[src/common/conv_pkg.sv]
package conv_pkg;

	// image and kernel geometry
	localparam int IMG_WIDTH    = 8;
	localparam int KERNEL_SIZE  = 3;
	localparam int KERNEL_TAPS  = KERNEL_SIZE * KERNEL_SIZE;
	localparam int OUT_CHANNELS = 4;
	localparam int WEIGHT_COUNT = OUT_CHANNELS * KERNEL_TAPS;
	localparam int ADDR_WIDTH   = 16;
	localparam int WORD_WIDTH   = 16;

	// words between the end of one window row and the start of the next
	localparam int LINE_DELAY = IMG_WIDTH - KERNEL_SIZE;

	typedef logic signed [WORD_WIDTH-1:0] pixel_t;
	typedef logic signed [WORD_WIDTH-1:0] weight_t;
	typedef logic signed [WORD_WIDTH-1:0] bias_t;
	typedef logic [ADDR_WIDTH-1:0] addr_t;

	// window[row][col], row 0 is the oldest line
	typedef pixel_t [KERNEL_SIZE-1:0][KERNEL_SIZE-1:0] window_t;
	typedef pixel_t [OUT_CHANNELS-1:0] feature_t;

	localparam addr_t LAST_POS   = addr_t'(IMG_WIDTH - 1);
	localparam addr_t WIN_OFFSET = addr_t'(KERNEL_SIZE - 1);
	localparam addr_t LAST_WIN   = addr_t'(IMG_WIDTH - KERNEL_SIZE);

	typedef enum logic {SEQ_IDLE, SEQ_READ} seq_state_t;
	typedef enum logic [1:0] {COEF_IDLE, COEF_READ, COEF_DONE} coef_state_t;

endpackage

[src/window/pixel_window.sv]
`timescale 1ns/1ps

module pixel_window (
	input  logic              clk,
	input  logic              rst,
	input  logic              pixel_valid,
	input  conv_pkg::pixel_t  pixel_data,
	output conv_pkg::window_t window
);

	// line_buf[0] feeds the middle row, line_buf[1] the top row
	conv_pkg::pixel_t line_buf [conv_pkg::KERNEL_SIZE-1][conv_pkg::LINE_DELAY];

	always_ff @(posedge clk or posedge rst)
	begin
		if (rst)
		begin
			window <= '0;
			for (int k = 0; k < conv_pkg::KERNEL_SIZE - 1; k++)
			begin
				for (int d = 0; d < conv_pkg::LINE_DELAY; d++)
				begin
					line_buf[k][d] <= '0;
				end
			end
		end
		else if (pixel_valid)
		begin
			// every row moves one column left
			for (int r = 0; r < conv_pkg::KERNEL_SIZE; r++)
			begin
				for (int c = 0; c < conv_pkg::KERNEL_SIZE - 1; c++)
				begin
					window[r][c] <= window[r][c+1];
				end
			end

			// newest pixel enters the bottom right
			window[conv_pkg::KERNEL_SIZE-1][conv_pkg::KERNEL_SIZE-1] <= pixel_data;

			// the leftmost word of a row goes through a line delay
			// and reappears at the right end of the row above
			for (int k = 0; k < conv_pkg::KERNEL_SIZE - 1; k++)
			begin
				line_buf[k][0] <= window[conv_pkg::KERNEL_SIZE-1-k][0];
				for (int d = 1; d < conv_pkg::LINE_DELAY; d++)
				begin
					line_buf[k][d] <= line_buf[k][d-1];
				end
				window[conv_pkg::KERNEL_SIZE-2-k][conv_pkg::KERNEL_SIZE-1] <=
					line_buf[k][conv_pkg::LINE_DELAY-1];
			end
		end
	end

endmodule

[config.mk]
export PLATFORM = sky130hd
export DESIGN_NAME = pixel_window
export DESIGN_NICKNAME = d
export VERILOG_FILES = /design/src/common/conv_pkg.sv /design/src/window/pixel_window.sv
export SDC_FILE = /design/constraint.sdc
export NUM_CORES = 1
export LEC_CHECK = 0
export BUFFER_PORTS_ARGS = -buffer_cell sky130_fd_sc_hd__clkbuf_2
export CORE_UTILIZATION = 51
export CTS_CLUSTER_SIZE = 30
export DETAILED_ROUTE_END_ITERATION = 10
export GPL_ROUTABILITY_DRIVEN = 1
export GPL_TIMING_DRIVEN = 0
export PLACE_DENSITY_LB_ADDON = 0.3
export SLEW_MARGIN = 40
export SYNTH_ARGS = -nofsm -noshare
export SYNTH_HDL_FRONTEND = slang
export SYNTH_SLANG_ARGS = --single-unit
[constraint.sdc]
create_clock -name clk -period 9.5 [get_ports clk]
set_input_delay 1.9 -clock clk [delete_from_list [all_inputs] [get_ports clk]]
set_output_delay 1.9 -clock clk [all_outputs]
set_load 0.005 [all_outputs]
==> flow_metrics.py, run 1 <==
metrics = {
    "worst_setup_path": {
        "cp_max_fo": 3,
        "crit_path_max_incr_delay_ps": 420,
        "crit_family": "flip-flops",
        "worstSetupStartpointType": "register",
        "path_buf_inv": 1,
        "path_cells": "clkbuf_2",
        "end_kind": "primary output",
        "cpMaxStageDelayCell": "dfrtp_1",
        "crit_required_ps": 7600,
        "cp.arrival_ps": 1090,
        "worst-setup-path-type": "reg2out",
    },
    "clock_network": {
        "h-tree-depth": 1,
        "cts_resized": 0,
        "cts_buffers": 31,
        "cts_tree": "yes",
        "postCtsSetupRepairBufs": 0,
        "clkTransAtPathRegs_ps": 60,
        "root_buffer": "clkbuf_16",
        "cts_buffer_depth": 3,
        "worstSkewPairLatency_ps": 540,
        "postCtsHoldBufs": 0,
        "clock-sinks": 304,
    },
    "synth": {
        "syn_nets": 662,
        "avgSynthCellArea_um2": 17.77,
        "synth_cells": 643,
        "ys_types": 7,
        "yosysWarningCount": 0,
        "synth_area_um2": 11420,
        "ys_seq_area_share_pct": 66.59,
        "synth-seq-cells": 304,
    },
    "placed_design": {
        "io_buffers": 161,
        "place.gp.congestion": 0.7048,
        "dp.cells": 1097,
        "hpwl_mm": 14.23,
        "pre_cts_slack_ps": 6457,
    },
    "floorplanning": {
        "die-area_um2": 23000,
        "dieWidth_um": 151.7,
        "start_util_pct": 52.18,
        "core_area_um2": 21890,
        "ios": 163,
        "die_h_um": 151.7,
        "rows": 54,
    },
    "timing": {
        "final_hold_viol_count": 0,
        "max_clock_freq_ghz": 0.3340,
        "period_share_pct": 31.51,
        "rsz0062_at_grt": "no",
        "setup_tns_ps": 0,
        "setup_slack_ps": 6506,
        "finalClockSkew_ps": 8.394,
        "finalSetupViolCount": 0,
        "worst_pin_slew_ps": 447.5,
        "layout_min_cycle_time_ps": 2994,
        "slew_headroom_pct": 70.10,
        "drv_slew": 0,
    },
    "route": {
        "drc": 0,
        "via_per_inst": 5.154,
        "drtAntennaViolNets": 0,
        "drt-total-wl_mm": 19.32,
        "detail_route.iter0.violations": 141,
        "via_count": 5937,
        "drtPass1Iterations": 4,
        "post_drt_wl_per_cell_um": 16.77,
    },
    "global_routing": {
        "antenna_found_initial": 0,
        "grt_pass1_wl_mm": 32.37,
        "track_usage_pct": 17.77,
        "grt_pass1_vias": 6260,
        "grt_max_degree": 29,
        "overflow": 0,
    },
    "cells_and_area": {
        "n_fill_cell": 1547,
        "fin_nets": 869,
        "drive_gt1_share_pct": 63.65,
        "fin_util_pct": 63.59,
        "final_common_cell": "dfrtp_1",
        "multiInputGateArea_um2": 3461,
        "seq_area_um2": 7607,
        "areaGrowthSynthToFinish_pct": 21.85,
        "layout_common_cells": "dfrtp_1 (304), mux2_2 (284), clkbuf_2 (161), clkbuf_16 (31), buf_6 (29)",
        "diodes": 0,
        "fin_cells": 1152,
    },
    "run": {
        "cap_violations": 0,
    },
    "power_and_ir_drop": {
        "power_leakage_nw": 6.471,
        "ir_worst_vdd_mv": 0.1740,
        "powerDensity_nw_per_um2": 301.6,
    },
    "hold_path": {
        "hold_class": "reg2reg",
    },
    "run_status": {
        "status": "completed",
    },
}
[routing by layer]
layer  routed length [um]  vias to the layer above  track usage [%]
li1                     -                     2705                -
met1                 7631                     3058            21.31
met2                10270                      141            31.93
met3                  978                       33            3.862
met4                  439                        0            5.198
met5                    0                        -                0
[worst paths after layout]
path | cells after the start | end | startpoint | slack [ps]
setup reg to reg | 1 | window[109] | window[125] | 8670
setup / recovery | 1 | window[69] | window[69] | 6510
min in group asynchronous | 2 | window[61] | rst | 1360
hold / removal | 1 | line_buf[81] | line_buf[81] | 490
hold reg to reg | 1 | line_buf[81] | line_buf[81] | 490
max in group asynchronous | 6 | window[75] | rst | 7060
[cells by family after synthesis]
| family | count (synthesis) | share of synthesized area (%) |
|---|---|---|
| mux | 304 | 30.30 |
| flops | 304 | 66.59 |
| buf+inv | 35 | 3.111 |
[state kept, by name, summed over array words and instances (netlist names)]
register	cells
window	144
line_buf	160
[where the power goes]
group	switching (mW)	internal, mW	leakage [nW]
combinational	0.306	0.581	2.33
sequential	0.324	1.82	3.65
clock	0.470	0.699	0.500
total	1.10	3.10	6.47
[Yosys cell counts]
| cell | count | share of area (%) |
|---|---|---|
| inv_1 | 1 | 0.033 |
| buf_2 | 5 | 0.22 |
| dfrtp_1 | 304 | 67 |
| mux2_1 | 10 | 0.99 |
| mux2_4 | 10 | 1.3 |
| buf_6 | 29 | 2.9 |
| mux2_2 | 284 | 28 |
[area by class of cell]
cell class	instances	area share, %
buffer	34	2.526
clock buffer	44	6.643
clock inverter	11	0.6562
inverter	1	0.05393
multi-input combinational	304	24.86
sequential	304	54.65
tap	280	2.517
timing repair buffer	174	8.090
[stage by stage]
stage               power (mW)  hold slack (ps)  area [um^2]
finish                   4.198            485.9        13920
CTS                      4.261            487.3        13920
floorplan                2.620            452.2        11430
global placement         2.983            462.1        12580
global route             4.465            508.6        13920
detailed placement       3.073            474.2        12900
No activity file was read; power rests on OpenSTA's default activity.
==> run 2, diff against run 1 <==
==> constraint.sdc (replaced) <==
create_clock -name clk -period 2.7 [get_ports clk]
set_input_delay 0.54 -clock clk [delete_from_list [all_inputs] [get_ports clk]]
set_output_delay 0.54 -clock clk [all_outputs]
set_load 0.005 [all_outputs]
==> flow_metrics.py, run 2 (same netlist as run 1, synthesis figures left out) <==
metrics = {
    "floorplanning": {
        "die-area_um2": 23000,
        "ios": 163,
        "start_util_pct": 52.18,
        "core_area_um2": 21890,
        "die_h_um": 151.7,
        "rows": 54,
        "dieWidth_um": 151.7,
    },
    "route": {
        "detail_route.iter0.violations": 134,
        "dr_wl_met2_mm": 10.27,
        "drtAntennaViolNets": 0,
        "top_layer": "met4",
        "post_drt_wl_per_cell_um": 16.75,
        "drt-total-wl_mm": 19.32,
        "drc": 0,
        "via_per_inst": 5.144,
        "drtPass1Iterations": 4,
        "wl_met1_mm": 7.618,
        "via_count": 5931,
        "met3_length_um": 987,
    },
    "timing": {
        "hold_ws_ps": 227.2,
        "drv_slew": 0,
        "period_share_pct": 60.54,
        "worst_pin_slew_ps": 447.5,
        "rsz0062_at_grt": "no",
        "layout_min_cycle_time_ps": 1634,
        "final_hold_viol_count": 0,
        "slew_headroom_pct": 70.11,
        "setup_slack_ps": 1066,
        "finalClockSkew_ps": 8.039,
        "max_clock_freq_ghz": 0.6118,
        "finalSetupViolCount": 0,
    },
    "placed_design": {
        "hpwl_mm": 14.23,
        "pre_cts_slack_ps": 1017,
        "io_buffers": 161,
        "place.gp.congestion": 0.7048,
        "place_area_um2": 12900,
        "dp.cells": 1097,
    },
    "cells_and_area": {
        "largest_register": "line_buf",
        "layout_common_cells": "dfrtp_1 (304), mux2_2 (284), clkbuf_2 (161), clkbuf_16 (31), buf_6 (29)",
        "final_common_cell": "dfrtp_1",
        "final_area_um2": 13930,
        "drive_gt1_share_pct": 63.57,
        "largest_reg_flops": 160,
        "fin_cells": 1153,
        "largestRegisters": "line_buf: 160 flops, window: 144 flops",
        "fin_nets": 870,
        "n_fill_cell": 1546,
        "diodes": 0,
        "areaGrowthSynthToFinish_pct": 21.94,
    },
    "power_and_ir_drop": {
        "power_leakage_nw": 6.475,
        "powerDensity_nw_per_um2": 1061,
        "ir_worst_vdd_mv": 0.6122,
    },
    "hold_path": {
        "min_from": "pixel_data[15]",
        "hold_class": "in2reg",
    },
    "global_routing": {
        "track_usage_pct": 17.77,
        "antenna_found_initial": 0,
        "grt_pass1_vias": 6267,
        "grt_max_degree": 29,
        "grt_pass1_wl_mm": 32.37,
        "overflow": 0,
    },
    "clock_network": {
        "cts_buffer_depth": 3,
        "cts_resized": 0,
        "clkTransAtPathRegs_ps": 60,
        "h-tree-depth": 1,
        "clock-sinks": 304,
        "root_buffer": "clkbuf_16",
        "postCtsSetupRepairBufs": 0,
        "cts_buffers": 31,
        "cts_tree": "yes",
        "worstSkewPairLatency_ps": 540,
        "postCtsHoldBufs": 1,
    },
    "run": {
        "cap_violations": 0,
    },
    "worst_setup_path": {
        "reg2reg_from": "window[125]",
        "crit_start": "rst",
        "cp_max_fo": 25,
        "cp.arrival_ps": 2380,
        "worstSetupStartpointType": "primary input",
        "worst-setup-path-type": "in2async",
        "end_kind": "async pin",
        "crit_required_ps": 3450,
    },
    "run_status": {
        "status": "completed",
    },
}
-- run 2: cell count changes in the layout (fill, tap and decap cells not counted), sizes merged --
cell	delta
dlygate4sd3	+1
-- run 2: path summary, 6_finish.rpt --
kind	endpoint	slack (ps)	cells past startpoint
setup / recovery	window[75]	1070	7
setup reg to reg	window[109]	1870	1
max in group clk	window[69]	1070	1
hold reg to reg	line_buf[81]	490	1
min in group asynchronous	line_buf[95]	560	3
hold / removal	window[143]	230	2
-- run 2: area by class of cell --
type | instances | area [um^2] | share of cell area [%]
Buffer | 34 | 351.6 | 2.524
Clock buffer | 44 | 924.6 | 6.638
Clock inverter | 11 | 91.34 | 0.6557
Inverter | 1 | 7.507 | 0.05389
Multi-Input combinational cell | 304 | 3461 | 24.85
Sequential cell | 304 | 7607 | 54.61
Tap cell | 280 | 350.3 | 2.515
Timing Repair Buffer | 175 | 1136 | 8.156
-- run 2: per-stage QoR --
| stage | TNS [ps] | util (%) | total power, mW |
|---|---|---|---|
| CTS | 0 | 63.63 | 14.99 |
| global route | 0 | 63.63 | 15.71 |
| floorplan | -572430 | - | 9.219 |
| finish | 0 | 63.63 | 14.77 |
| detailed placement | 0 | 58.94 | 10.81 |
| global placement | -969220 | 57.48 | 10.50 |
-- run 2: per-layer routing --
metal	global-route usage (%)	up-vias
li1	-	2703
met1	21.31	3054
met2	31.93	141
met3	3.862	33
met4	5.198	0
met5	0	-
-- run 2: where the power goes --
part | internal, mW | switching [mW] | total, mW | leakage [nW]
Combinational | 2.04 | 1.08 | 3.12 | 2.33
Clock | 2.46 | 1.66 | 4.12 | 0.500
Sequential | 6.39 | 1.14 | 7.53 | 3.65
-- run 2: critical path, stage by stage --
cell and delay (ps):
dlygate4sd3_1 540, clkbuf_2 120, clkinvlp_4 320, buf_12 240
buf_12 200, buf_12 210, buf_16 190
