### config.mk
export PLATFORM = sky130hd
export DESIGN_NAME = coef_chain
export DESIGN_NICKNAME = d
export VERILOG_FILES = /design/src/common/conv_pkg.sv /design/src/coef/coef_chain.sv
export SDC_FILE = /design/constraint.sdc
export NUM_CORES = 1
export LEC_CHECK = 0
export ABC_CLOCK_PERIOD_IN_PS = 8760
export BUFFER_PORTS_ARGS = -buffer_cell sky130_fd_sc_hd__buf_4
export CAP_MARGIN = 25
export CORE_ASPECT_RATIO = 1.4
export CORE_MARGIN = 2
export CORE_UTILIZATION = 52
export CTS_CLUSTER_DIAMETER = 60
export CTS_CLUSTER_SIZE = 10
export DETAILED_ROUTE_END_ITERATION = 10
export MAX_ROUTING_LAYER = met4
export PLACE_DENSITY = 0.88
export SLEW_MARGIN = 20
export SYNTH_ARGS = -nofsm -noshare
export SYNTH_HDL_FRONTEND = slang
export SYNTH_SLANG_ARGS = --single-unit
### constraint.sdc
create_clock -name clk -period 8.76 [get_ports clk]
set_input_delay 0.876 -clock clk [delete_from_list [all_inputs] [get_ports clk]]
set_output_delay 0.876 -clock clk [all_outputs]
set_load 0.03 [all_outputs]
### src/common/conv_pkg.sv
package conv_pkg;

	// image and kernel geometry
	localparam int IMG_WIDTH    = 8;
	localparam int KERNEL_SIZE  = 3;
	localparam int KERNEL_TAPS  = KERNEL_SIZE * KERNEL_SIZE;
	localparam int OUT_CHANNELS = 4;
	localparam int WEIGHT_COUNT = OUT_CHANNELS * KERNEL_TAPS;
	localparam int ADDR_WIDTH   = 16;
	localparam int WORD_WIDTH   = 16;

	// words between the end of one window row and the start of the next
	localparam int LINE_DELAY = IMG_WIDTH - KERNEL_SIZE;

	typedef logic signed [WORD_WIDTH-1:0] pixel_t;
	typedef logic signed [WORD_WIDTH-1:0] weight_t;
	typedef logic signed [WORD_WIDTH-1:0] bias_t;
	typedef logic [ADDR_WIDTH-1:0] addr_t;

	// window[row][col], row 0 is the oldest line
	typedef pixel_t [KERNEL_SIZE-1:0][KERNEL_SIZE-1:0] window_t;
	typedef pixel_t [OUT_CHANNELS-1:0] feature_t;

	localparam addr_t LAST_POS   = addr_t'(IMG_WIDTH - 1);
	localparam addr_t WIN_OFFSET = addr_t'(KERNEL_SIZE - 1);
	localparam addr_t LAST_WIN   = addr_t'(IMG_WIDTH - KERNEL_SIZE);

	typedef enum logic {SEQ_IDLE, SEQ_READ} seq_state_t;
	typedef enum logic [1:0] {COEF_IDLE, COEF_READ, COEF_DONE} coef_state_t;

endpackage

### src/coef/coef_chain.sv
`timescale 1ns/1ps

module coef_chain #(
	parameter type payload_t = conv_pkg::weight_t,
	parameter int  DEPTH     = conv_pkg::OUT_CHANNELS
) (
	input  logic            clk,
	input  logic            rst,
	input  logic            store_done,
	input  payload_t        data,
	output logic            read_signal,
	output conv_pkg::addr_t read_addr,
	output payload_t        coefs [DEPTH],
	output logic            loaded
);

	conv_pkg::coef_state_t state;
	conv_pkg::addr_t       read_cnt;
	logic                  take;

	assign read_signal = (state == conv_pkg::COEF_READ);
	assign read_addr   = read_cnt;

	// one pass over addresses 0 .. DEPTH-1, then done until reset
	always_ff @(posedge clk or posedge rst)
	begin
		if (rst)
		begin
			state    <= conv_pkg::COEF_IDLE;
			read_cnt <= '0;
		end
		else
		begin
			case (state)
				conv_pkg::COEF_IDLE:
				begin
					if (store_done)
						state <= conv_pkg::COEF_READ;
				end
				conv_pkg::COEF_READ:
				begin
					if (read_cnt == conv_pkg::addr_t'(DEPTH - 1))
					begin
						state    <= conv_pkg::COEF_DONE;
						read_cnt <= '0;
					end
					else
						read_cnt <= read_cnt + 1'b1;
				end
				default:
					state <= conv_pkg::COEF_DONE;
			endcase
		end
	end

	// data word returns a cycle after its read
	always_ff @(posedge clk or posedge rst)
	begin
		if (rst)
		begin
			take   <= 1'b0;
			loaded <= 1'b0;
		end
		else
		begin
			take <= read_signal;
			if (take && state == conv_pkg::COEF_DONE)
				loaded <= 1'b1;
		end
	end

	// enters at the top, so address k settles in coefs[k]
	always_ff @(posedge clk)
	begin
		if (take && !loaded)
		begin
			coefs[DEPTH-1] <= data;
			for (int k = 0; k < DEPTH - 1; k++)
			begin
				coefs[k] <= coefs[k+1];
			end
		end
	end

endmodule

==> results of run 1 <==
==> flip-flops by register name, summed over array words and instances, names as in the netlist <==
name       cells
loaded         1
take           1
state          2
coefs         64
read_addr     16
==> logic make-up (layout without fill, tap and decap cells) <==
group	Yosys count	in the layout
AO/OA/AOI/OAI	6	6
buffers and inverters	4	121
multiplexers	1	1
adder cells (fa/ha/maj)	1	1
flip-flops	84	84
AND/OR/NAND/NOR	34	34
XOR/XNOR	13	13
==> layer usage <==
| metal | vias up | GRT usage | wire length [microns] |
|---|---|---|---|
| met2 | 99 | 0.302 | 2660 |
| met3 | 6 | 0.0694 | 550 |
| met5 | - | - | 0 |
| met4 | 0 | 0.0612 | 51 |
| met1 | 785 | 0.215 | 1990 |
| li1 | 761 | - | - |
==> cells in the final DEF, fill, tap and decap left out, types with 2 or more instances in the layout <==
cell,instances
buf_4,101
edfxtp_1,64
dfrtp_1,20
clkbuf_8,9
nor2_1,8
xor2_1,8
xnor2_1,5
inv_1,4
nand2_1,4
clkinvlp_4,4
nand3_1,3
nand4_1,3
nor4_1,3
nand2b_1,2
and4_1,2
and3_1,2
or3_1,2
inv_6,2
==> worst max-delay path, delay by kind of cell (launching register included) <==
kind                   cells  cell delay [ns]
AND/OR/NAND/NOR            1             0.22
buffers and inverters      2             0.34
flip-flops                 1             0.40
==> power by group through the flow <==
| stage | Sequential, mW | Combinational (mW) | Clock (mW) |
|---|---|---|---|
| finish | 0.494 | 0.144 | 0.236 |
| global route | 0.498 | 0.152 | 0.262 |
| CTS | 0.494 | 0.145 | 0.244 |
| detailed placement | 0.502 | 0.145 | 0 |
| global placement | 0.499 | 0.141 | 0 |
| floorplan | 0.543 | 0.0417 | 0 |
==> area by class of cell <==
cell class              count  share of cell area
repair buffers            101               0.198
clock inverters             6              0.0124
inverters                   4             0.00392
flip-flops and latches     84               0.632
multi-input cells          55              0.0992
clock buffers              10              0.0333
well taps                  66              0.0215
==> metrics by stage <==
stage,util,setup slack [ns]
after CTS,0.738,6.58
after global routing,0.738,6.51
after detailed placement,0.704,6.95
after floorplan,-,4.90
final,0.738,6.59
after global placement,0.704,7.00
==> worst max-delay path by stage <==
stage | startpoint | to | slack [ns] | cells after the start
after floorplan | loaded | coefs[0] | 4.90 | 1
after global placement | state[1] | read_signal | 7.00 | 3
after detailed placement | state[1] | read_signal | 6.95 | 3
after CTS | state[1] | read_signal | 6.58 | 3
after global routing | state[1] | read_signal | 6.51 | 3
final | state[1] | read_signal | 6.59 | 3
==> out/results.ini, run 1 <==
[place]
post-place-cells = 310
gp_congestion = 0.899
port_buffers = 100
place_area_sq_mm = 0.00366
dp_hpwl_microns = 3900

[floorplan]
die_h_microns = 91.0
core_sq_mm = 0.00520
dieArea_sq_mm = 0.00602
start_util = 0.541
ios = 101
std_cell_rows = 31
die_w_microns = 66.1

[route]
vias = 1651
drc_errors = 0
vias_per_cell = 5.06
avgRoutedWirePerCell_microns = 16.1
drtPass1Iterations = 4
wl_microns = 5250
drt_iter0_drc = 125
detail-route-antenna-nets = 0

[global_route]
antenna_found_initial = 0
grt_max_degree = 65
grt_overflow_total = 0
grt_pass1_vias = 1610
grt_pass1_wl_microns = 8100
track_usage = 0.187

[timing]
tns_ns = 0
relSlewSlack = 0.509
fmaxAchievable_ghz = 0.461
hold_viol_final = 0
drv_slew = 0
skew_ns = 0.00519
rsz0062_at_grt = false
finalSetupViolations = 0
holdWs_ns = 0.452
worst_pin_slew_ns = 0.737
min_period_ns = 2.17
layout_worst_path_cycle_share = 0.248

[worst_setup_path]
r2r_end = read_addr[12]
cp_slowest_cell = dfrtp_1
crit_fanout = 5
cpPeakStageDelay_ns = 0.40
crit_required_ns = 7.88
critPathArrivalTime_ns = 1.30
ff2ff_setup_slack_ns = 7.03
crit_chain = nand2b_1 > inv_1 > buf_4
startpoint_type = register
r2r-start = read_addr[0]
crit_type = register to output port
cp-end-kind = output port
reg2reg_depth = 5

[synth]
yosys-top-cells-count = edfxtp_1 (64), dfrtp_1 (20), nor2_1 (8), xor2_1 (8), xnor2_1 (5)
yosys.area_share.simple = 0.0681
ys_types = 27
synth-xor-area-share = 0.0405
synth.largest_area_cell = edfxtp_1
syn_inst = 143
synth_top_family_by_area = simple AND/OR/NAND/NOR gates
synth_area_leaders = edfxtp_1 (68%), dfrtp_1 (18%), xor2_1 (2.5%), xnor2_1 (1.6%), nor2_1 (1.1%)
synth_compound_area_frac = 0.0156
yosysMostFrequentCell = edfxtp_1
synth-seq-cells = 84
synth-edff-count = 64
synth-adder-area-share = 0.00445
syn_avg_cell_area_sq_um = 19.7
netlist.area_leader.share = 0.684
synthMuxAreaShare = 0.00401
ys.warnings.count = 0
ys.flop_type = edfxtp_1
synth_area_sq_mm = 0.00281
synthArstFlopShare = 0.238
syn_nets = 163
ys_seq_area_frac = 0.862

[clock_network]
cts_root_buf = clkbuf_8
insertion_delay_ns = 0.33
cts_tree = done
clkTransAtPathRegs_ns = 0.08
clock_path_buffers = 2
cts_inserted_buffers = 9
cts-htree-levels = 3
cts-resized-gates = 0
cts_hold_buf = 0
clock-sinks = 84
cts_setup_buffers = 0

[pwr]
cellInternalPower_mw = 0.623
combinationalPowerShare = 0.165
clkPwrFrac = 0.270
p_leak_nw = 1.58
vdd_drop_max_mv = 0.177
p_sw_mw = 0.252
sw_frac_of_total = 0.288
seqPwrFrac = 0.565
power.density_mw_per_mm2 = 228
p_total_mw = 0.875

[cells_and_area]
nNetsFinal = 275
instances_no_fill = 326
multi_input_area_sq_um = 380
fillers = 361
seqCellArea_sq_mm = 0.00242
layout-drive-gt1-share = 0.458
fin_area_sq_mm = 0.00383
area_growth_pct = 36.4
diodes = 0

[outcome]
status = completed

[min_path]
hp-class = register to register
min_delay_worst_endpoint = coefs[56]
whs_path_depth = 0
hold_start = coefs[40]

[run]
cap_violations = 0

Note: power is estimated with default switching activity, not from simulation.
==> run 2, diff against run 1 <==
- ABC_CLOCK_PERIOD_IN_PS: 8760 -> 2220
- CORE_UTILIZATION: 52 -> 48
- PLACE_DENSITY: 0.88 -> 0.83
- clock period: 8.76 -> 2.22 ns (I/O delays scaled with it)
==> run 2 against run 1 <==
Compared with the run above:
- register-to-register slack got worse by 6.4 ns
- clock power rose to 3.9 times the previous value
- routed wire length fell by 2.0%
- via count fell by 2.9%
- power rose to 3.9 times the previous value
- non-clock buffer count did not move
- combinational power rose to 4.0 times the previous value
- largest power group unchanged
==> out/results.ini, run 2 (synthesized netlist as in run 1, its figures left out) <==
[place]
place_area_sq_mm = 0.00368
dp_hpwl_microns = 3770
gp_congestion = 0.858
post-place-cells = 314
port_buffers = 100

[clock_network]
cts_tree = done
clock-sinks = 84
cts-htree-levels = 3
cts_setup_buffers = 0
clkTransAtPathRegs_ns = 0.08
clock_path_buffers = 2
insertion_delay_ns = 0.35
cts_hold_buf = 0
cts-resized-gates = 0
cts_root_buf = clkbuf_8
cts_inserted_buffers = 9

[global_route]
grt_pass1_vias = 1556
grt_overflow_total = 0
grt_pass1_wl_microns = 7600
grt_max_degree = 55
antenna_found_initial = 0
track_usage = 0.174

[cells_and_area]
instances_no_fill = 330
fillers = 400
seqCellArea_sq_mm = 0.00242
diodes = 0
nNetsFinal = 275
multi_input_area_sq_um = 380
area_growth_pct = 36.8
layout_commonest_cell = buf_4
layout-drive-gt1-share = 0.454
largest_register_ffs = 64
fin_area_sq_mm = 0.00384
regMostFlops = coefs
layout_common_cells = buf_4 (100), edfxtp_1 (64), dfrtp_1 (20)

[worst_setup_path]
crit_type = register to register
crit_required_ns = 2.50
startpoint_type = register
crit_fanout = 6
cp-end-kind = register
critPathArrivalTime_ns = 1.91

[timing]
worst_pin_slew_ns = 0.744
finalSetupViolations = 0
fmaxAchievable_ghz = 0.614
relSlewSlack = 0.504
tns_ns = 0
drv_slew = 0
layout_worst_path_cycle_share = 0.734
min_period_ns = 1.63
rsz0062_at_grt = false
hold_viol_final = 0
skew_ns = 0.00747

[floorplan]
die_w_microns = 68.7
ios = 101
die_h_microns = 94.5
dieArea_sq_mm = 0.00649
std_cell_rows = 33
start_util = 0.490
core_sq_mm = 0.00574

[pwr]
power.density_mw_per_mm2 = 892
vdd_drop_max_mv = 0.506
p_leak_nw = 1.59

[route]
vias = 1603
avgRoutedWirePerCell_microns = 15.6
wl_microns = 5150
detail-route-antenna-nets = 0
drtPass1Iterations = 4
drc_errors = 0
drt_iter0_drc = 82
vias_per_cell = 4.86

[min_path]
hp-class = input port to async pin

[run]
cap_violations = 0

[outcome]
status = completed

-- run 2: cell types whose count changed in the layout (fill, tap and decap cells not counted), sizes merged --
cell,before,now
clkinv,0,4
inv,6,4
clkinvlp,4,2
-- run 2: power breakdown --
part,switching (mW),total (mW),internal [mW]
sequential,0.124,1.94,1.82
clock,0.514,0.917,0.404
combinational,0.343,0.570,0.227
total,0.981,3.43,2.45
-- run 2: worst max-delay path, stage by stage, from the launching register on --
cell and delay (ns):
dfrtp_1 0.43, ha_1 0.24, nand3_1 0.15, or3_1 0.45
nor2_1 0.15, xor2_1 0.15
-- run 2: worst paths after layout --
| path | cells after the start | slack (ns) | from | endpoint |
|---|---|---|---|---|
| worst max-delay path | 5 | 0.59 | read_addr[0] | read_addr[10] |
| worst min-delay path | 2 | 0.0002 | rst | read_addr[14] |
| worst max register to register | 5 | 0.59 | read_addr[0] | read_addr[10] |
| worst min register to register | 0 | 0.45 | coefs[2] | coefs[18] |
| max in group asynchronous | 2 | 1.75 | rst | loaded |
| min in group clk | 1 | 0.04 | data[2] | coefs[2] |
-- run 2: area by class of cell --
type / count / share of cell area
multi-input cells: 55 / 0.0989
clock buffers: 10 / 0.0332
clock inverters: 6 / 0.0107
well taps: 70 / 0.0228
flip-flops and latches: 84 / 0.630
repair buffers: 101 / 0.200
inverters: 4 / 0.00390
-- run 2: layer usage --
metal	global-route usage	share of wire	vias to the layer above	wire (microns)
li1	-	-	762	-
met5	-	0	-	0
met1	0.202	0.39	768	2020
met3	0.0358	0.058	13	297
met4	0.125	0.031	0	159
met2	0.264	0.52	60	2670
-- run 2: per-stage QoR --
step | utilization | power, mW | hold slack (ns) | setup WS (ns)
2_1_floorplan | - | 2.31 | 0.186 | 0.284
3_3_place_gp | 0.641 | 2.53 | 0.382 | 0.659
3_5_place_dp | 0.641 | 2.55 | 0.401 | 0.604
4_1_cts | 0.670 | 3.46 | 0.0234 | 0.590
5_1_grt | 0.670 | 3.57 | 0.0260 | 0.454
6_report | 0.670 | 3.43 | 0.000208 | 0.591
