$ cat src/common/conv_pkg.sv
package conv_pkg;

	// image and kernel geometry
	localparam int IMG_WIDTH    = 8;
	localparam int KERNEL_SIZE  = 3;
	localparam int KERNEL_TAPS  = KERNEL_SIZE * KERNEL_SIZE;
	localparam int OUT_CHANNELS = 4;
	localparam int WEIGHT_COUNT = OUT_CHANNELS * KERNEL_TAPS;
	localparam int ADDR_WIDTH   = 16;
	localparam int WORD_WIDTH   = 16;

	// words between the end of one window row and the start of the next
	localparam int LINE_DELAY = IMG_WIDTH - KERNEL_SIZE;

	typedef logic signed [WORD_WIDTH-1:0] pixel_t;
	typedef logic signed [WORD_WIDTH-1:0] weight_t;
	typedef logic signed [WORD_WIDTH-1:0] bias_t;
	typedef logic [ADDR_WIDTH-1:0] addr_t;

	// window[row][col], row 0 is the oldest line
	typedef pixel_t [KERNEL_SIZE-1:0][KERNEL_SIZE-1:0] window_t;
	typedef pixel_t [OUT_CHANNELS-1:0] feature_t;

	localparam addr_t LAST_POS   = addr_t'(IMG_WIDTH - 1);
	localparam addr_t WIN_OFFSET = addr_t'(KERNEL_SIZE - 1);
	localparam addr_t LAST_WIN   = addr_t'(IMG_WIDTH - KERNEL_SIZE);

	typedef enum logic {SEQ_IDLE, SEQ_READ} seq_state_t;
	typedef enum logic [1:0] {COEF_IDLE, COEF_READ, COEF_DONE} coef_state_t;

endpackage

$ cat src/design/frame_sequencer.sv
`timescale 1ns/1ps

module frame_sequencer (
	input  logic            clk,
	input  logic            rst,
	input  logic            pixel_store_done,
	output conv_pkg::addr_t read_row_addr,
	output conv_pkg::addr_t read_col_addr,
	output logic            read_pixel_signal,
	output logic            pixel_valid,
	output logic            save_enable,
	output conv_pkg::addr_t output_row,
	output conv_pkg::addr_t output_col,
	output logic            calc_done
);

	conv_pkg::seq_state_t state;
	conv_pkg::addr_t      row_cnt;
	conv_pkg::addr_t      col_cnt;
	logic                 last_col;
	logic                 last_pixel;

	// position of the pixel coming back from the store
	conv_pkg::addr_t      pix_row;
	conv_pkg::addr_t      pix_col;

	// top-left corner of the window now held in pixel_window
	logic                 win_valid;
	conv_pkg::addr_t      win_row;
	conv_pkg::addr_t      win_col;

	assign read_row_addr     = row_cnt;
	assign read_col_addr     = col_cnt;
	assign read_pixel_signal = (state == conv_pkg::SEQ_READ);
	assign last_col          = (col_cnt == conv_pkg::LAST_POS);
	assign last_pixel        = last_col && (row_cnt == conv_pkg::LAST_POS);

	// raster read of one frame, start pulses ignored while busy
	always_ff @(posedge clk or posedge rst)
	begin
		if (rst)
		begin
			state   <= conv_pkg::SEQ_IDLE;
			row_cnt <= '0;
			col_cnt <= '0;
		end
		else
		begin
			case (state)
				conv_pkg::SEQ_IDLE:
				begin
					if (pixel_store_done)
						state <= conv_pkg::SEQ_READ;
				end
				conv_pkg::SEQ_READ:
				begin
					if (last_pixel)
					begin
						state   <= conv_pkg::SEQ_IDLE;
						row_cnt <= '0;
						col_cnt <= '0;
					end
					else if (last_col)
					begin
						row_cnt <= row_cnt + 1'b1;
						col_cnt <= '0;
					end
					else
						col_cnt <= col_cnt + 1'b1;
				end
				default:
					state <= conv_pkg::SEQ_IDLE;
			endcase
		end
	end

	// store answers one cycle after the read
	always_ff @(posedge clk or posedge rst)
	begin
		if (rst)
		begin
			pixel_valid <= 1'b0;
			pix_row     <= '0;
			pix_col     <= '0;
		end
		else
		begin
			pixel_valid <= read_pixel_signal;
			pix_row     <= row_cnt;
			pix_col     <= col_cnt;
		end
	end

	// window is full once the newest pixel is at row >= 2 and col >= 2
	always_ff @(posedge clk or posedge rst)
	begin
		if (rst)
		begin
			win_valid <= 1'b0;
			win_row   <= '0;
			win_col   <= '0;
		end
		else
		begin
			win_valid <= pixel_valid && (pix_row >= conv_pkg::WIN_OFFSET)
				&& (pix_col >= conv_pkg::WIN_OFFSET);
			win_row   <= pix_row - conv_pkg::WIN_OFFSET;
			win_col   <= pix_col - conv_pkg::WIN_OFFSET;
		end
	end

	// one stage to line up with the mac register
	always_ff @(posedge clk or posedge rst)
	begin
		if (rst)
		begin
			save_enable <= 1'b0;
			calc_done   <= 1'b0;
			output_row  <= '0;
			output_col  <= '0;
		end
		else
		begin
			save_enable <= win_valid;
			calc_done   <= win_valid && (win_row == conv_pkg::LAST_WIN)
				&& (win_col == conv_pkg::LAST_WIN);
			if (win_valid)
			begin
				output_row <= win_row;
				output_col <= win_col;
			end
		end
	end

endmodule

$ cat config.mk
export PLATFORM = sky130hd
export DESIGN_NAME = frame_sequencer
export DESIGN_NICKNAME = d
export VERILOG_FILES = /design/src/common/conv_pkg.sv /design/src/design/frame_sequencer.sv
export SDC_FILE = /design/constraint.sdc
export NUM_CORES = 1
export LEC_CHECK = 0
export BUFFER_PORTS_ARGS = -buffer_cell sky130_fd_sc_hd__buf_4
export CORE_MARGIN = 4
export CORE_UTILIZATION = 35
export CTS_BUF_LIST = sky130_fd_sc_hd__clkbuf_16
export CTS_CLUSTER_DIAMETER = 60
export DETAILED_ROUTE_END_ITERATION = 6
export GPL_ROUTABILITY_DRIVEN = 0
export PLACE_DENSITY_LB_ADDON = 0.3
export SYNTH_ARGS = -nofsm -noshare
export SYNTH_HDL_FRONTEND = slang
export SYNTH_SLANG_ARGS = --single-unit
$ cat constraint.sdc
create_clock -name clk -period 13.45 [get_ports clk]
set_input_delay 2.69 -clock clk [delete_from_list [all_inputs] [get_ports clk]]
set_output_delay 2.69 -clock clk [all_outputs]
set_load 0.005 [all_outputs]
==> impl_metrics.py, run 1 <==
metrics = {
    "cts": {
        "h-tree-depth": 4,
        "clock_tree_buffer_depth": 2,
        "cts_setup_buffers": 0,
        "clock_insertion_delay_at_the_later_pin_of_the_skew_report_ns": 0.41,
        "cts_clock_pin_slew_for_the_worst_setup_and_hold_paths_ns": 0.06,
        "ctsResizeCount": 0,
        "ctsHoldBuffers": 0,
        "cts_inserted_buffers": 17,
        "tritoncts": "done",
        "ctsRootBufferMaster": "clkbuf_16",
        "clock_sinks": 133,
    },
    "power_and_ir_drop": {
        "power.ir.vdd_worst_mv": 0.0934,
        "power.static_leakage_nw": 3.28,
        "power_density_mw_per_mm2": 141,
    },
    "die": {
        "pin_count": 71,
        "die_width_um": 129,
        "start_util_pct": 36.2,
        "fp.dieH_um": 129,
        "design.die.area_mm2": 0.0166,
        "rows": 43,
        "core_region_area_mm2": 0.0141,
    },
    "yosys": {
        "ys_warn_count": 0,
        "yosys_most_used_dff": "dfrtp_1",
        "ys_seq_area_share_pct": 65.1,
        "number_of_instances_in_the_synthesized_netlist": 375,
        "synth_area_mm2": 0.00511,
        "yosys-top-cells-count": "dfrtp_1 (133), mux2_2 (32), xor2_1 (26)",
        "synth_most_common_cell": "dfrtp_1",
        "synth.distinct_cells": 39,
        "asyncSetResetFlopFracSynth_pct": 100,
        "synth_largest_type_area_fraction_pct": 65.1,
        "netlist_top_cells_area": "dfrtp_1 (65%), mux2_2 (7.1%), xor2_1 (4.5%), xnor2_1 (4.1%), nor3_1 (1.8%)",
        "synth_edf_count": 0,
        "synth.ff_latch_count": 133,
        "syn_avg_cell_area_um2": 13.6,
        "syn-num-nets": 382,
        "synth.largest_area_cell": "dfrtp_1",
    },
    "worst_hold_path": {
        "hold_path_class": "reg2reg",
    },
    "drt": {
        "drt_iter0_markers": 139,
        "routed-via-count": 3084,
        "firstDrtPassIters": 4,
        "routedWlPerCell_um": 15.6,
        "drc": 0,
        "drt_wl_total_um": 10200,
        "vias_per_cell": 4.72,
        "drtAntennaViolNets": 0,
    },
    "critical_path": {
        "critical_path.startpoint_type": "flop",
        "critPathRequiredTime_ns": 10.76,
        "cpPeakStageDelay_ns": 0.53,
        "crit_family": "flip-flops",
        "critical_path_peak_fanout": 6,
        "timing.critical_path.arrival_ns": 1.11,
        "worst_path_class_setup": "reg2out",
        "critical-path-slowest-cell": "dfrtp_1",
        "type_of_element_capturing_the_critical_path": "output port",
        "cp_num_buf_inv": 1,
        "crit_chain": "buf_4",
    },
    "sta": {
        "hold_viol_final": 0,
        "finalSetupViolations": 0,
        "min_period_over_period_pct": 28.3,
        "grt_setup_unrepaired": "false",
        "timing.fmax_ghz": 0.263,
        "final.setup_skew_ns": 0.00676,
        "totalNegativeSetupSlack_ns": 0,
        "worst_pin_slew_ns": 0.829,
        "max-slew-margin-rel_pct": 44.8,
        "report.final.slew_viol_count": 0,
        "period_minus_slack_ns": 3.80,
    },
    "final_layout": {
        "layout_cells_sized_above_1_pct": 30.7,
        "finalInstanceArea_mm2": 0.00651,
        "synthToLayoutAreaGrowth_pct": 27.4,
        "diodes_inserted": 0,
        "num-nets-final": 467,
    },
    "job": {
        "maxCapViolations": 0,
    },
    "global_routing": {
        "grt_pass1_wl_um": 16900,
        "grt.total_usage_pct": 13.1,
        "grt_pass1_vias": 3228,
        "antenna_found_initial": 0,
        "busiest_layer": "met2",
        "grt_util_met2_pct": 20.1,
        "grt_overflow": 0,
        "gr_met3_demand_resource_pct": 5.40,
        "grt_util_met1_pct": 17.2,
        "grt_start_max_net_pins": 68,
    },
    "placement": {
        "place.detailed.hpwl_um": 7170,
        "port-buffer-count": 70,
        "postPlaceCellArea_mm2": 0.00585,
    },
    "run_status": {
        "outcome": "completed",
    },
}
## registers in the layout (all words and copies together), names as in the netlist, 16 cells and up
| signal | flops |
|---|---|
| output_col | 16 |
| output_row | 16 |
| pix_col | 16 |
| pix_row | 16 |
| read_col_addr | 16 |
| read_row_addr | 16 |
| win_col | 16 |
| win_row | 16 |
## worst paths after layout
kind | startpoint | end | slack, ns | depth (start not counted)
min in group asynchronous | rst | read_col_addr[11]$_DFFE_PP0P_ | 2.46 | 2
worst min-delay path | pix_col[0]$_DFF_PP0_ | win_col[0]$_DFF_PP0_ | 0.35 | 0
worst max-delay path | read_col_addr[4]$_DFFE_PP0P_ | read_col_addr[4] | 9.65 | 1
max in group asynchronous | rst | output_row[12]$_DFFE_PP0P_ | 9.69 | 3
worst min register to register | pix_col[0]$_DFF_PP0_ | win_col[0]$_DFF_PP0_ | 0.35 | 0
worst max register to register | read_col_addr[0]$_DFFE_PP0P_ | read_row_addr[15]$_DFFE_PP0P_ | 11.41 | 5
## cell usage in the layout, fill, tap and decap left out, drive strengths merged, types with 14 or more instances in the layout
master and instances:
buf 72, clkbuf 17, dfrtp 133, inv 15
mux2 32, nand2 24, nand3 14, nor2 16
nor3 18, nor4 16, xnor2 25, xor2 26
## layout make-up
class / count / area (um^2)
Fill cell: 1273 / 7590
Tap cell: 180 / 225
Clock inverter: 15 / 236
Sequential cell: 133 / 3330
Timing Repair Buffer: 72 / 541
Clock buffer: 17 / 425
Multi-Input combinational cell: 222 / 1700
Inverter: 14 / 55.1
## power breakdown
group / switching (W) / leakage [nW] / total, W / internal, W
combinational: 0.00000747 / 1.17 / 0.00000810 / 0.000000631
sequential: 0 / 1.79 / 0.000400 / 0.000400
clock: 0.000162 / 0.315 / 0.000507 / 0.000345
## per-stage QoR
stage	instances	utilization, %	power [W]	hold WS, ns	worst slack, ns
4_1_cts	653	46.2	0.000927	0.351	9.59
5_1_grt	653	46.2	0.000946	0.371	9.38
3_3_place_gp	621	41.5	0.000416	0.336	9.19
6_report	653	46.2	0.000916	0.349	9.65
3_5_place_dp	621	41.5	0.000416	0.335	9.16
2_1_floorplan	375	-	0.000413	0.331	7.21
## cell families after synthesis
group                    synth area share (%)
XOR/XNOR                                 8.89
AO/OA/AOI/OAI                            1.08
AND/OR/NAND/NOR                          15.2
multiplexers                             7.05
adder cells (fa/ha/maj)                 0.980
buffers and inverters                    1.64
flip-flops                               65.1
## metal layers
metal / up-vias / share of wire, % / wire length [um]
met1: 1518 / 46 / 4650
met3: 9 / 5.4 / 550
met5: - / 0 / 0
met4: 0 / 1.1 / 109
li1: 1497 / - / -
met2: 60 / 48 / 4860
(Power assumes the default switching activity.)
==> run 2: changes to the inputs <==
==> constraint.sdc (replaced) <==
create_clock -name clk -period 3.4 [get_ports clk]
set_input_delay 0.68 -clock clk [delete_from_list [all_inputs] [get_ports clk]]
set_output_delay 0.68 -clock clk [all_outputs]
set_load 0.005 [all_outputs]
==> impl_metrics.py, run 2 (same netlist as run 1, synthesis figures left out) <==
metrics = {
    "run_status": {
        "outcome": "completed",
    },
    "final_layout": {
        "ff_latch_area_mm2": 0.00333,
        "layout_cells_sized_above_1_pct": 31.2,
        "final_common_cell": "dfrtp_1",
        "diodes_inserted": 0,
        "layout.cells.most_common_list": "dfrtp_1 (133), buf_4 (71), mux2_2 (32)",
        "layoutNonFillerInstCount": 654,
        "num-nets-final": 468,
        "synthToLayoutAreaGrowth_pct": 28.9,
        "num-fill-cells": 1281,
        "multi_input_gate_area_mm2": 0.00170,
    },
    "power_and_ir_drop": {
        "power.static_leakage_nw": 3.31,
        "power.ir.vdd_worst_mv": 0.383,
        "power_density_mw_per_mm2": 574,
        "power.total_w": 0.00378,
    },
    "cts": {
        "cts_inserted_buffers": 17,
        "cts_setup_buffers": 0,
        "cts_clock_pin_slew_for_the_worst_setup_and_hold_paths_ns": 0.05,
        "clock_tree_buffer_depth": 2,
        "clock_insertion_delay_at_the_later_pin_of_the_skew_report_ns": 0.41,
        "ctsResizeCount": 0,
        "h-tree-depth": 4,
        "tritoncts": "done",
        "ctsHoldBuffers": 0,
        "clock_sinks": 133,
        "ctsRootBufferMaster": "clkbuf_16",
    },
    "sta": {
        "worst_pin_slew_ns": 0.877,
        "timing.fmax_ghz": 0.500,
        "report.final.slew_viol_count": 0,
        "totalNegativeSetupSlack_ns": 0,
        "max-slew-margin-rel_pct": 41.4,
        "min_period_over_period_pct": 58.8,
        "period_minus_slack_ns": 2.00,
        "grt_setup_unrepaired": "false",
        "final.setup_skew_ns": 0.00762,
        "hold_viol_final": 0,
        "finalSetupViolations": 0,
    },
    "critical_path": {
        "type_of_element_capturing_the_critical_path": "flop",
        "worst_path_class_setup": "reg2reg",
        "timing.critical_path.arrival_ns": 2.29,
        "critical_path_peak_fanout": 4,
        "critical_path.startpoint_type": "flop",
        "critPathRequiredTime_ns": 3.69,
    },
    "drt": {
        "routedWlPerCell_um": 15.2,
        "drt_iter0_markers": 176,
        "vias_per_cell": 4.75,
        "drt_wl_total_um": 9930,
        "routed-via-count": 3106,
        "drc": 0,
        "drtAntennaViolNets": 0,
        "firstDrtPassIters": 4,
    },
    "global_routing": {
        "grt_overflow": 0,
        "grt_pass1_wl_um": 16900,
        "grt.total_usage_pct": 13.2,
        "grt_pass1_vias": 3225,
        "grt_start_max_net_pins": 58,
        "antenna_found_initial": 0,
    },
    "placement": {
        "port-buffer-count": 70,
        "place.detailed.hpwl_um": 7320,
        "dp_cells": 622,
    },
    "job": {
        "maxCapViolations": 0,
    },
    "die": {
        "rows": 43,
        "start_util_pct": 36.2,
        "design.die.area_mm2": 0.0166,
        "core_region_area_mm2": 0.0141,
        "die_width_um": 129,
        "pin_count": 71,
        "fp.dieH_um": 129,
    },
    "worst_hold_path": {
        "hold_path_class": "reg2reg",
    },
}
run 2: metrics by stage:
| step | utilization, % | hold WS (ns) | instance area, um^2 | setup WS [ns] |
|---|---|---|---|---|
| after floorplan | - | 0.331 | 5110 | 1.07 |
| after global placement | 41.7 | 0.345 | 5880 | 1.47 |
| after detailed placement | 41.7 | 0.343 | 5880 | 1.40 |
| after CTS | 46.7 | 0.355 | 6590 | 1.39 |
| after global routing | 46.7 | 0.375 | 6590 | 1.29 |
| final | 46.7 | 0.349 | 6590 | 1.40 |
run 2: critical path: stages (launching register included):
cell	delay, ns
dfrtp_1	0.40
inv_1	0.10
ha_1	0.21
or4b_4	0.50
or4_4	0.54
xnor2_2	0.14
run 2: final cells by class:
type                            count  area share, %
Sequential cell                   133           50.5
Multi-Input combinational cell    222           25.8
Timing Repair Buffer               73           8.70
Clock buffer                       17           6.46
Clock inverter                     15           4.29
Tap cell                          180           3.42
Inverter                           14          0.855
run 2: final timing paths:
kind / endpoint / slack, ns / start / cells past startpoint
worst max-delay path: win_row[13]$_DFF_PP0_ / 1.40 / pix_row[1]$_DFF_PP0_ / 5
worst min-delay path: win_col[0]$_DFF_PP0_ / 0.35 / pix_col[0]$_DFF_PP0_ / 0
worst max register to register: win_row[13]$_DFF_PP0_ / 1.40 / pix_row[1]$_DFF_PP0_ / 5
worst min register to register: win_col[0]$_DFF_PP0_ / 0.35 / pix_col[0]$_DFF_PP0_ / 0
max in group asynchronous: read_col_addr[3]$_DFFE_PP0P_ / 2.19 / rst / 3
min in group asynchronous: output_row[7]$_DFFE_PP0P_ / 0.45 / rst / 2
run 2: per-layer routing:
| layer | routed length, um | global-route usage (%) | vias up | part of all wire (%) |
|---|---|---|---|---|
| met2 | 4580 | 19.2 | 65 | 46 |
| met1 | 4660 | 17.8 | 1533 | 47 |
| met4 | 150 | 5.19 | 0 | 1.5 |
| li1 | - | - | 1498 | - |
| met5 | 0 | 0 | - | 0 |
| met3 | 537 | 5.19 | 10 | 5.4 |
run 2: where the power goes:
part / internal (W) / total [W] / leakage, nW / switching, W
clock network: 0.00152 / 0.00216 / 0.340 / 0.000644
registers: 0.00158 / 0.00158 / 1.79 / 0
logic: 0.00000653 / 0.0000365 / 1.18 / 0.0000300
==> run 3: changes to the inputs <==
==> constraint.sdc (replaced) <==
create_clock -name clk -period 2 [get_ports clk]
set_input_delay 0.4 -clock clk [delete_from_list [all_inputs] [get_ports clk]]
set_output_delay 0.4 -clock clk [all_outputs]
set_load 0.005 [all_outputs]
==> impl_metrics.py, run 3 (same netlist as run 1, synthesis figures left out) <==
metrics = {
    "final_layout": {
        "layout_cells_sized_above_1_pct": 32.8,
        "postLayoutCoreUtil_pct": 46.7,
        "layout.cells.most_common_list": "dfrtp_1 (133), buf_4 (88), mux2_2 (32)",
        "final_common_cell": "dfrtp_1",
        "synthToLayoutAreaGrowth_pct": 28.8,
        "num-nets-final": 485,
        "diodes_inserted": 0,
    },
    "sta": {
        "final.setup_skew_ns": 0.00895,
        "min_period_over_period_pct": 96.2,
        "period_minus_slack_ns": 1.92,
        "report.final.slew_viol_count": 0,
        "finalSetupViolations": 0,
        "max-slew-margin-rel_pct": 68.7,
        "hold_slack_ns": 0.237,
        "timing.fmax_ghz": 0.520,
        "worst_pin_slew_ns": 0.464,
        "grt_setup_unrepaired": "false",
        "hold_viol_final": 0,
    },
    "cts": {
        "tritoncts": "done",
        "ctsRootBufferMaster": "clkbuf_16",
        "cts_inserted_buffers": 17,
        "cts_clock_pin_slew_for_the_worst_setup_and_hold_paths_ns": 0.05,
        "h-tree-depth": 4,
        "clock_sinks": 133,
        "clock_insertion_delay_at_the_later_pin_of_the_skew_report_ns": 0.41,
        "clock_tree_buffer_depth": 2,
    },
    "global_routing": {
        "grt_pass1_vias": 3436,
        "grt_start_max_net_pins": 44,
        "grt.total_usage_pct": 13.5,
        "grt_pass1_wl_um": 17400,
        "antenna_found_initial": 0,
        "grt_overflow": 0,
    },
    "power_and_ir_drop": {
        "power_frac_comb_pct": 1.1,
        "power.static_leakage_nw": 3.33,
        "switching_share_pct": 19.1,
        "net-switching-power_w": 0.00109,
        "power_density_mw_per_mm2": 868,
        "internal_pwr_total_w": 0.00462,
        "power_frac_seq_pct": 47.2,
        "power.ir.vdd_worst_mv": 0.547,
        "pwr-share-clk_pct": 51.7,
    },
    "drt": {
        "drtAntennaViolNets": 0,
        "firstDrtPassIters": 4,
        "drt_iter0_markers": 179,
        "drt_wl_total_um": 10200,
        "routed-via-count": 3154,
        "drc": 0,
        "routedWlPerCell_um": 15.2,
        "vias_per_cell": 4.70,
    },
    "die": {
        "fp.dieH_um": 129,
        "pin_count": 71,
        "start_util_pct": 36.2,
        "die_width_um": 129,
        "rows": 43,
        "core_region_area_mm2": 0.0141,
        "design.die.area_mm2": 0.0166,
    },
    "worst_hold_path": {
        "hold_path_class": "in2reg",
    },
    "critical_path": {
        "worst_path_class_setup": "reg2reg",
        "critical_path_peak_fanout": 4,
        "critical_path.startpoint_type": "flop",
        "type_of_element_capturing_the_critical_path": "flop",
        "critPathRequiredTime_ns": 2.29,
        "timing.critical_path.arrival_ns": 2.21,
    },
    "job": {
        "maxCapViolations": 0,
    },
    "run_status": {
        "outcome": "completed",
    },
    "placement": {
        "port-buffer-count": 70,
        "place.detailed.hpwl_um": 7550,
    },
}
==> run 3: changes by cell type in the layout (fill, tap and decap cells not counted), sizes merged <==
cell / before / now
buf: 73 / 89
inv: 13 / 14
dlygate4sd3: 0 / 1
clkinvlp: 3 / 2
clkinv: 5 / 10
bufinv: 8 / 3
==> run 3: worst max-delay path, cell delays in order, from the launching register on <==
cell	delay (ns)
dfrtp_1	0.41
inv_2	0.10
ha_4	0.14
or4b_4	0.48
or4_4	0.54
xnor2_2	0.14
==> run 3: metal layers <==
| layer | part of all wire (%) | track usage, % |
|---|---|---|
| met3 | 5.4 | 4.57 |
| met4 | 1.3 | 5.68 |
| met1 | 47 | 17.9 |
| met2 | 47 | 20.2 |
| met5 | 0 | 0 |
==> run 3: layout make-up <==
class	instances	area, um^2
clock buffers	17	425
clock inverters	15	145
fillers	1298	7520
inverters	14	56.3
multi-input cells	222	1710
flip-flops and latches	133	3330
well taps	180	225
repair buffers	90	691
==> run 3: path summary, 6_finish.rpt <==
| check | startpoint | end | slack (ns) | cells past startpoint |
|---|---|---|---|---|
| setup / recovery | pix_row[1]$_DFF_PP0_ | win_row[13]$_DFF_PP0_ | 0.08 | 5 |
| hold / removal | pixel_store_done | read_pixel_signal$_DFF_PP0_ | 0.24 | 3 |
| setup reg to reg | pix_row[1]$_DFF_PP0_ | win_row[13]$_DFF_PP0_ | 0.08 | 5 |
| hold reg to reg | pix_col[0]$_DFF_PP0_ | win_col[0]$_DFF_PP0_ | 0.35 | 0 |
| max in group asynchronous | rst | pix_col[13]$_DFF_PP0_ | 0.76 | 4 |
| min in group asynchronous | rst | output_row[9]$_DFFE_PP0P_ | 0.52 | 3 |
==> run 3: through the flow <==
| step | std cells | setup WS (ns) | total power (W) | cell area (um^2) | TNS (ns) |
|---|---|---|---|---|---|
| 2_1_floorplan | 375 | -0.0512 | 0.00278 | 5110 | -6.81 |
| 3_3_place_gp | 637 | 0.0685 | 0.00281 | 5980 | 0 |
| 3_5_place_dp | 637 | 0.0145 | 0.00281 | 5980 | 0 |
| 4_1_cts | 670 | 0.00452 | 0.00578 | 6560 | 0 |
| 5_1_grt | 671 | 0.00342 | 0.00592 | 6580 | 0 |
| 6_report | 671 | 0.0765 | 0.00571 | 6580 | 0 |
==> run 3: timing repair <==
action                                 CTS  global route
hold buffers                             1             0
setup buffers                            0             1
gates resized for setup                  0             3
endpoints found under the hold margin    9             0
setup endpoints to repair                0             2
==> run 3: power by group through the flow <==
| stage | clock network, W | registers [W] | logic [W] |
|---|---|---|---|
| 2_1_floorplan | 0 | 0.00274 | 0.0000398 |
| 3_3_place_gp | 0 | 0.00274 | 0.0000653 |
| 3_5_place_dp | 0 | 0.00274 | 0.0000663 |
| 4_1_cts | 0.00302 | 0.00269 | 0.0000681 |
| 5_1_grt | 0.00315 | 0.00269 | 0.0000771 |
| 6_report | 0.00295 | 0.00269 | 0.0000635 |
